File: src/common/bpred_pkg.sv
// assumes word-aligned 32-bit pcs; branch kind comes from the resolving stage, not from decode.
`default_nettype none

package bpred_pkg;

    localparam int XLEN = 32;

    // ------------------------------
    // branch kinds
    // ------------------------------
    typedef enum logic [1:0] {
        BR_NONE = 2'd0, // not a control-flow instr.
        BR_COND = 2'd1,
        BR_JUMP = 2'd2  // jal / jalr, always taken.
    } br_kind_e;

    // counter value after reset, weakly not taken.
    localparam logic [1:0] CTR_INIT = 2'b01;

    // ------------------------------
    // request / response structs
    // ------------------------------
    typedef struct packed {
        logic [XLEN-1:0] pc; // bits 1:0 ignored.
    } pred_req_t;

    typedef struct packed {
        logic [XLEN-1:0] pc;
        logic [XLEN-1:0] target;
        br_kind_e        kind;
        logic            taken; // resolved outcome.
    } upd_req_t;

    typedef struct packed {
        logic            hit;
        br_kind_e        kind;
        logic [XLEN-1:0] target;
        logic [XLEN-1:0] pc; // looked-up pc, carried along.
    } btb_rsp_t;

    typedef struct packed {
        logic [1:0] counter;
        logic       taken;
    } dir_rsp_t;

    typedef struct packed {
        logic            taken;
        logic            hit;
        logic [XLEN-1:0] next_pc;
    } pred_rsp_t;

endpackage

`default_nettype wire

File: src/btb/btb.sv
// direct-mapped, full-pc tags; a lookup in the same cycle as an update sees the old entry.
`default_nettype none
`timescale 1ns/1ps

module btb
    import bpred_pkg::*;
#(
    parameter int BTB_ENTRIES = 32
) (
    input  wire             clk,
    input  wire             arst_n_i,

    input  wire             req_valid_i,
    input  wire pred_req_t  req_i,

    input  wire             upd_valid_i,
    input  wire upd_req_t   upd_i,

    output logic            rsp_valid_o,
    output btb_rsp_t        rsp_o
);

    localparam int IDX_BITS = $clog2(BTB_ENTRIES);

    // ------------------------------
    // storage
    // ------------------------------
    logic [BTB_ENTRIES-1:0] valid_q;
    logic [XLEN-1:0]        tag_q    [BTB_ENTRIES];
    logic [XLEN-1:0]        target_q [BTB_ENTRIES];
    br_kind_e               kind_q   [BTB_ENTRIES];

    logic [IDX_BITS-1:0] rd_idx;
    logic [IDX_BITS-1:0] wr_idx;
    logic                rd_hit;
    logic                wr_en;

    assign rd_idx = req_i.pc[IDX_BITS+1:2];
    assign wr_idx = upd_i.pc[IDX_BITS+1:2];

    assign rd_hit = valid_q[rd_idx] && (tag_q[rd_idx] == req_i.pc);

    // taken or not, any real branch gets installed.
    assign wr_en = upd_valid_i && (upd_i.kind != BR_NONE);

    always_ff @(posedge clk or negedge arst_n_i) begin
        if (!arst_n_i) begin
            valid_q <= '0;
        end else if (wr_en) begin
            valid_q[wr_idx] <= 1'b1;
        end
    end

    always_ff @(posedge clk) begin
        if (wr_en) begin
            tag_q[wr_idx]    <= upd_i.pc;
            target_q[wr_idx] <= upd_i.target;
            kind_q[wr_idx]   <= upd_i.kind;
        end
    end

    // ------------------------------
    // registered lookup
    // ------------------------------
    always_ff @(posedge clk or negedge arst_n_i) begin
        if (!arst_n_i) begin
            rsp_valid_o <= 1'b0;
        end else begin
            rsp_valid_o <= req_valid_i;
        end
    end

    always_ff @(posedge clk) begin
        if (req_valid_i) begin
            rsp_o.hit    <= rd_hit;
            rsp_o.kind   <= rd_hit ? kind_q[rd_idx] : BR_NONE; // misses read as no branch.
            rsp_o.target <= target_q[rd_idx];
            rsp_o.pc     <= req_i.pc;
        end
    end

    // response follows its request by one cycle and carries that request's pc.
    a_rsp_timing: assert property (
        @(posedge clk) disable iff (!arst_n_i)
        req_valid_i |=> (rsp_valid_o && (rsp_o.pc == $past(req_i.pc)))
    );

    a_no_spurious_rsp: assert property (
        @(posedge clk) disable iff (!arst_n_i)
        !req_valid_i |=> !rsp_valid_o
    );

endmodule

`default_nettype wire

File: src/gshare/gshare_pht.sv
// history shifts only on resolved conditional branches; GHR_BITS must be at least 2.
`default_nettype none
`timescale 1ns/1ps

module gshare_pht
    import bpred_pkg::*;
#(
    parameter int GHR_BITS = 5
) (
    input  wire             clk,
    input  wire             arst_n_i,

    input  wire             req_valid_i,
    input  wire pred_req_t  req_i,

    input  wire             upd_valid_i,
    input  wire upd_req_t   upd_i,

    input  wire             hist_clear_i, // pipeline flush.

    output dir_rsp_t        rsp_o
);

    localparam int PHT_ENTRIES = 1 << GHR_BITS;

    logic [GHR_BITS-1:0] ghr_q;
    logic [1:0]          pht_q [PHT_ENTRIES];

    logic [GHR_BITS-1:0] rd_idx;
    logic [GHR_BITS-1:0] wr_idx;
    logic [1:0]          rd_ctr;
    logic [1:0]          wr_ctr;
    logic [1:0]          wr_ctr_next;
    logic                cond_upd;

    assign cond_upd = upd_valid_i && (upd_i.kind == BR_COND);

    assign rd_idx = req_i.pc[GHR_BITS+1:2] ^ ghr_q;
    assign wr_idx = upd_i.pc[GHR_BITS+1:2] ^ ghr_q;

    assign rd_ctr = pht_q[rd_idx];
    assign wr_ctr = pht_q[wr_idx];

    // ------------------------------
    // saturating counter step
    // ------------------------------
    always_comb begin
        wr_ctr_next = wr_ctr;
        if (upd_i.taken) begin
            if (wr_ctr != 2'b11) wr_ctr_next = wr_ctr + 2'd1;
        end else begin
            if (wr_ctr != 2'b00) wr_ctr_next = wr_ctr - 2'd1;
        end
    end

    always_ff @(posedge clk or negedge arst_n_i) begin
        if (!arst_n_i) begin
            for (int i = 0; i < PHT_ENTRIES; i++) begin
                pht_q[i] <= CTR_INIT;
            end
        end else if (cond_upd) begin
            pht_q[wr_idx] <= wr_ctr_next; // indexed with pre-shift ghr.
        end
    end

    // clear wins over a shift in the same cycle.
    always_ff @(posedge clk or negedge arst_n_i) begin
        if (!arst_n_i) begin
            ghr_q <= '0;
        end else if (hist_clear_i) begin
            ghr_q <= '0;
        end else if (cond_upd) begin
            ghr_q <= {ghr_q[GHR_BITS-2:0], upd_i.taken};
        end
    end

    always_ff @(posedge clk) begin
        if (req_valid_i) begin
            rsp_o.counter <= rd_ctr;
            rsp_o.taken   <= rd_ctr[1];
        end
    end

    // each counter moves at most one step per edge.
    for (genvar i = 0; i < PHT_ENTRIES; i++) begin : g_ctr_chk
        a_ctr_step: assert property (
            @(posedge clk) disable iff (!arst_n_i)
            ((pht_q[i] > $past(pht_q[i])) ? (pht_q[i] - $past(pht_q[i]))
                                          : ($past(pht_q[i]) - pht_q[i])) <= 2'd1
        );
    end

endmodule

`default_nettype wire

File: src/hw/bpred_combine.sv
// purely combinational; inputs are the registered target-buffer and counter results.
`default_nettype none
`timescale 1ns/1ps

module bpred_combine
    import bpred_pkg::*;
(
    input  wire             btb_valid_i,
    input  wire btb_rsp_t   btb_i,
    input  wire dir_rsp_t   dir_i,

    output logic            pred_valid_o,
    output pred_rsp_t       pred_o
);

    logic is_jump;
    logic is_cond_taken;
    logic is_taken;

    // ------------------------------
    // direction
    // ------------------------------
    assign is_jump       = (btb_i.kind == BR_JUMP);
    assign is_cond_taken = (btb_i.kind == BR_COND) && dir_i.taken;

    assign is_taken = btb_i.hit && (is_jump || is_cond_taken);

    // ------------------------------
    // next fetch address
    // ------------------------------
    assign pred_valid_o   = btb_valid_i;
    assign pred_o.taken   = is_taken;
    assign pred_o.hit     = btb_i.hit;
    assign pred_o.next_pc = is_taken ? btb_i.target
                                     : btb_i.pc + XLEN'(4); // fall through.

    // a jump that hits must redirect fetch.
    always_comb begin
        if (pred_valid_o && btb_i.hit && is_jump) begin
            a_jump_taken: assert (pred_o.taken)
                else $error("jump hit in target buffer but predicted not taken.");
        end
    end

endmodule

`default_nettype wire

File: src/hw/bpred_top.sv
// one-cycle prediction latency, no back-pressure; updates are not bypassed to same-cycle lookups.
`default_nettype none
`timescale 1ns/1ps

module bpred_top
    import bpred_pkg::*;
#(
    parameter int BTB_ENTRIES = 32, // power of two.
    parameter int GHR_BITS    = 5
) (
    input  wire             clk,
    input  wire             arst_n_i,

    input  wire             pred_req_valid_i,
    input  wire pred_req_t  pred_req_i,

    input  wire             upd_valid_i,
    input  wire upd_req_t   upd_i,

    input  wire             hist_clear_i,

    output logic            pred_valid_o,
    output pred_rsp_t       pred_o
);

    logic     btb_valid;
    btb_rsp_t btb_rsp;
    dir_rsp_t dir_rsp;

    // ------------------------------
    // target buffer
    // ------------------------------
    btb #(
        .BTB_ENTRIES (BTB_ENTRIES)
    ) i_btb (
        .clk         (clk),
        .arst_n_i    (arst_n_i),
        .req_valid_i (pred_req_valid_i),
        .req_i       (pred_req_i),
        .upd_valid_i (upd_valid_i),
        .upd_i       (upd_i),
        .rsp_valid_o (btb_valid),
        .rsp_o       (btb_rsp)
    );

    // ------------------------------
    // direction predictor
    // ------------------------------
    gshare_pht #(
        .GHR_BITS (GHR_BITS)
    ) i_gshare_pht (
        .clk          (clk),
        .arst_n_i     (arst_n_i),
        .req_valid_i  (pred_req_valid_i),
        .req_i        (pred_req_i),
        .upd_valid_i  (upd_valid_i),
        .upd_i        (upd_i),
        .hist_clear_i (hist_clear_i),
        .rsp_o        (dir_rsp)
    );

    // both results are registered, so they line up here.
    bpred_combine i_bpred_combine (
        .btb_valid_i  (btb_valid),
        .btb_i        (btb_rsp),
        .dir_i        (dir_rsp),
        .pred_valid_o (pred_valid_o),
        .pred_o       (pred_o)
    );

endmodule

`default_nettype wire
File: config.mk
export PLATFORM = sky130hd
export DESIGN_NAME = bpred_top
export DESIGN_NICKNAME = d
export VERILOG_FILES = /design/src/common/bpred_pkg.sv /design/src/btb/btb.sv /design/src/gshare/gshare_pht.sv /design/src/hw/bpred_combine.sv /design/src/hw/bpred_top.sv
export SDC_FILE = /design/constraint.sdc
export NUM_CORES = 2
export LEC_CHECK = 0
export BUFFER_PORTS_ARGS = -buffer_cell sky130_fd_sc_hd__buf_4
export CAP_MARGIN = 0
export CELL_PAD_IN_SITES_DETAIL_PLACEMENT = 1
export CELL_PAD_IN_SITES_GLOBAL_PLACEMENT = 2
export CORE_MARGIN = 4
export CORE_UTILIZATION = 54
export DETAILED_ROUTE_END_ITERATION = 7
export PLACE_DENSITY = 0.85
export SYNTH_ARGS = -nofsm -noshare
export SYNTH_HDL_FRONTEND = slang
export SYNTH_SLANG_ARGS = --single-unit
File: constraint.sdc
create_clock -name clk -period 5.65 [get_ports clk]
set_input_delay 1.13 -clock clk [delete_from_list [all_inputs] [get_ports clk]]
set_output_delay 1.13 -clock clk [all_outputs]
set_load 0.03 [all_outputs]
; ---- Word level (Yosys, flattened, before mapping)
; Memories as Yosys holds them, arrays and structs flattened. A register that Yosys moved wholly into a read port is not among the register bits.
; Cells that the tools add are included.
[totals]
ff_bits = 136
ram_bits = 2112
output_inout_bits = 35
n_memories = 3
[mem_list]
columns = name, words, width, rd, rd_ports_with_merged_regs, wr, line
row1 = i_btb.tag_q, 32, 32, 1, 0, 1, btb.sv:29  ; logic [XLEN-1:0] tag_q [BTB_ENTRIES];
row2 = i_btb.target_q, 32, 32, 1, 1, 1, btb.sv:30  ; logic [XLEN-1:0] target_q [BTB_ENTRIES];
row3 = i_btb.kind_q, 32, 2, 1, 1, 1, btb.sv:31  ; br_kind_e kind_q [BTB_ENTRIES];
[classes]
addsub = 3
magnitude_cmp = 6
n_eq_ne = 5
n_mux = 21
bitwise_logic = 5
n_reduce_logical = 12
[op_table]
columns = cell, count
row1 = $bwmux 64, 1
row2 = $add 32x3->32 const B, 1
row3 = $eq 32x32->1, 1
row4 = $mux 32, 1
row5 = $or 32x32->32, 1
row6 = $bmux 2 s5, 2
row7 = $mux 2, 8
row8 = $ge 6x6->1 const B, 2
row9 = $lt 5x6->1 const B, 2
row10 = $not 5->6, 2
row11 = $demux 2 s5, 1
row12 = $mux 5, 2
row13 = $xor 5x5->5, 2
row14 = $logic_and 1x1->1, 7
row15 = $lt 6x1->1 const B, 1
row16 = $reduce_bool 2->1, 3
row17 = $bmux 1 s5, 1
row18 = $demux 1 s5, 1
row19 = $ge 5x1->1 const B, 1
row20 = $eq 2x1->1 const B, 2
row21 = $mux 1, 4
row22 = $add 2x1->2 const B, 1
row23 = $eq 2x2->1 const B, 1
row24 = $ne 2x2->1 const B, 1
row25 = other kinds (3), 3

; ---- Depth between registers and ports, before layout
[depth]
depth_word = 9
depth_mapped = 14
mapped_depth_nobuf = 8

; ---- Modules after synthesis
; Synthesis repeated with hierarchy kept, for this count alone.
[unflattened]
hier_cells = 4207
area_unflattened_um2 = 89509.6
[by_module_without_submodules]
columns = mod, n_inst, cells_per_inst, area_each_um2
row1 = btb, 1, 3694, 84315.9
row2 = gshare_pht, 1, 328, 4113.9
row3 = bpred_combine, 1, 185, 1079.8

; ---- Worst setup path after synthesis
; OpenSTA, ideal clock, no wires.
[synth_timing]
path_kind = input -> register
start = input port upd_i[40] in the netlist's numbering
end = memory i_btb.kind_q[11][0] in the netlist's numbering, enable pin
setup_time_ps = 491
arrival_time_ps = 4704
required_time_ps = 5159
path_slack_ps = 455
path_stages = 3
path_buffers = 1
cell_sequence = clkbuf_1 > or3b_2 > nor2_1
[synth_lines]
columns = element, line
row1 = from (decl), bpred_top.sv:18  ; input wire upd_req_t upd_i,
row2 = to (decl), btb.sv:31
; Straight into the memory's write port.

==> summary.md <==
| Metric | Value |
|---|---|
| Final wirelength | `261000 µm` |
| Remaining antenna violation count after routing | `0` |
| Run status | `completed` |
| Most common cell after layout, fill and taps aside | `edfxtp_1` |
| Die Wd | `413 µm` |
| Pin count of the biggest net entering global routing | `90` |
| Register area share after synthesis | `0.767` |
| CP cell instances | `inv_1 > nor2_1 > nand2_1 > nor3_1 > nand2_1 > xor2_1 > o21ai_0 > buf_4` |
| Ratio of final minimum period to clock period | `0.881` |
| Cell Pwr Density | `352 nW/µm²` |
| Fin Setup TNS | `0 ps` |
| Max-cap violations | `0` |
| Top cell by count, worst path | `nand2_1` |
| Initial core utilization | `0.544` |
| Detailed Route Iter0 Violations | `7135` |
| Post-CTS Hold Buffers | `0` |
| Standard-cell rows | `148` |
| Total grt overflow | `0` |
| Syn avg cell area | `21.4 µm²` |
| Clk_lat worst skew | `860 ps` |
| Worst Max-Slew Pin Slew | `1200 ps` |
| Initial antenna violation count | `9` |
| TritonCTS buffer count | `214` |
| Max-slew violations | `0` |
| RSZ-0062 raised after global routing | `false` |
| First-pass DRT Iterations | `5` |
| Kind of cell adding the most delay to the critical path | `simple AND/OR/NAND/NOR gates` |
| Max stage delay on crit path | `900 ps` |
| Worst-path clk slew | `60 ps` |
| Routed wire length per instance | `38.3 µm` |
| Post-CTS sizing | `0` |
| Hold_ws | `390 ps` |
| Synth warn | `0` |
| Synth unique cells | `73` |
| P&R area growth vs syn | `13.0%` |
| Worst Skew | `39.2 ps` |
| Die ar. | `171000 µm²` |
| WP data arrival | `3850 ps` |
| CTS tree | `built` |
| Post-Syn Area | `88800 µm²` |
| Hold/Removal Path Class | `in -> async` |
| CP Capture Type | `output pin` |
| Vias per Instance | `6.78` |
| CP Launch Type | `register` |
| Clk buf depth | `3` |
| Final setup violation count | `0` |
| Root buffer cell | `clkbuf_16` |
| Critical path buffers and inverters | `2` |
| Peak supply drop | `239 µV` |
| Synth Flop Type | `edfxtp_1` |
| Req. time, crit path | `4520 ps` |
| Static leakage power | `32.3 nW` |
| Fmax | `0.201 GHz` |
| Most frequent cells in the layout | `edfxtp_1, mux4_2, nand2_1, buf_4, clkbuf_16` |
| Post-synth EDFFs | `2180` |
| Vias | `46200` |
| PortBufs | `138` |
| Gpl congestion | `0.844` |
| Async SR Flop Fraction | `0.0447` |
| Total track usage | `0.311` |
| Die H | `413 µm` |
| Drt drc | `0` |
| Final Hold Viols | `0` |
| Share of cells above drive strength 1 | `0.286` |
| Syn_nets | `4256` |
| Mapped Cells | `4151` |
| Io pins | `139` |
| Flops & latches, synth | `2282` |
| Post-CTS Setup Bufs | `0` |
| CP max FO | `6` |
| Tmin final | `4980 ps` |
| Slowest cell on crit path | `nor3_1` |
| Layout Nets | `4555` |
| Core area | `163000 µm²` |
| CP Class | `reg -> out` |
| Slew HR | `0.201` |
| Global-route wire length before repair | `370000 µm` |
| Post-DP HPWL | `143000 µm` |
| Vias in the first global route | `48600` |
| H-tree depth | `4` |
| Sink Count | `2282` |
==> synthesized netlist by cell type (18+ instances only) <==
cell type,number,area share
or2_2,37,0.0026
dfrtp_1,70,0.020
xnor2_1,37,0.0037
buf_2,76,0.0043
dfstp_2,32,0.0095
mux4_2,574,0.15
xor2_1,27,0.0027
nor2b_1,19,0.0013
nand3_1,40,0.0023
o21ai_1,31,0.0017
nand2_1,268,0.011
clkbuf_1,52,0.0022
buf_4,22,0.0019
mux2i_1,119,0.013
nand4_1,18,0.0013
nor2_1,109,0.0046
buf_1,47,0.0020
o22ai_1,26,0.0018
a21oi_1,46,0.0026
o21ai_0,36,0.0020
a22oi_1,32,0.0027
edfxtp_1,2180,0.74
mux2_2,41,0.0052
==> layer usage <==
metal | vias to the layer above | global-route usage | routed length (µm)
li1 | 17900 | - | -
met1 | 24600 | 0.426 | 94100
met3 | 661 | 0.0723 | 29900
met2 | 3138 | 0.491 | 125000
met5 | - | 0 | 66
met4 | 10 | 0.124 | 11300
==> final timing paths <==
kind                                             start                endpoint  slack, ps  cells past startpoint
worst max-delay path                   i_btb.rsp_o[16]              pred_o[19]        670                      8
worst min-delay path                          arst_n_i  i_gshare_pht.pht_q[47]        390                      1
max in group asynchronous                     arst_n_i  i_gshare_pht.pht_q[13]       4060                      2
worst max register to register   i_gshare_pht.ghr_q[0]  i_gshare_pht.pht_q[47]       1730                      8
min in group clk                i_gshare_pht.pht_q[18]  i_gshare_pht.pht_q[18]        460                      2
worst min register to register  i_gshare_pht.pht_q[18]  i_gshare_pht.pht_q[18]        460                      2
==> power by group <==
| group | internal [mW] | switching (mW) |
|---|---|---|
| registers | 18.8 | 0.141 |
| logic | 0.794 | 1.31 |
| clock network | 8.01 | 6.19 |
| total | 27.6 | 7.64 |
==> worst reg2reg max path, stage by stage (launching register included) <==
cell	delay, ps
dfrtp_1	470
xnor2_2	610
buf_4	330
mux4_2	530
mux4_2	470
mux2i_1	250
nor2_1	70
o21a_1	580
mux2_2	490
==> cells by family (layout without fill, tap and decap cells) <==
| group | Yosys count | in the layout | synth area share |
|---|---|---|---|
| other | 0 | 9 | 0 |
| multiplexers | 734 | 734 | 0.164 |
| flip-flops | 2282 | 2282 | 0.767 |
| AND/OR/NAND/NOR | 578 | 578 | 0.0300 |
| adder cells (fa/ha/maj) | 1 | 1 | 0.000141 |
| AO/OA/AOI/OAI | 267 | 267 | 0.0200 |
| buffers and inverters | 225 | 706 | 0.0126 |
| XOR/XNOR | 64 | 64 | 0.00631 |
==> layout make-up <==
type	instances	area, µm²
Tap cell	2175	2720
Timing Repair Buffer	293	2670
Inverter	15	61.3
Clock buffer	283	5870
Clock inverter	115	1010
Fill cell	13300	62900
Multi-Input combinational cell	1644	19900
Sequential cell	2282	68100
Antenna cell	9	22.5
==> sequential cells by signal, summed over array words and instances, names as in the netlist <==
name / count
i_btb.target_q: 1024
i_btb.kind_q: 64
i_gshare_pht.ghr_q: 5
i_gshare_pht.pht_q: 64
i_btb.rsp_o: 67
i_btb.rsp_valid_o: 1
i_btb.tag_q: 1024
i_btb.valid_q: 32
i_gshare_pht.rsp_o: 1
==> through the flow <==
stage	instances	power (mW)	worst slack, ps	cell area [µm²]	utilization
floorplan	4151	20.4	455	88800	-
global placement	6409	21.3	471	93400	0.572
detailed placement	6409	21.4	360	93400	0.572
CTS	6807	35.4	798	100000	0.614
global route	6809	36.3	525	100000	0.614
finish	6816	35.3	670	100000	0.615
Note: power is estimated with default switching activity, not from simulation.
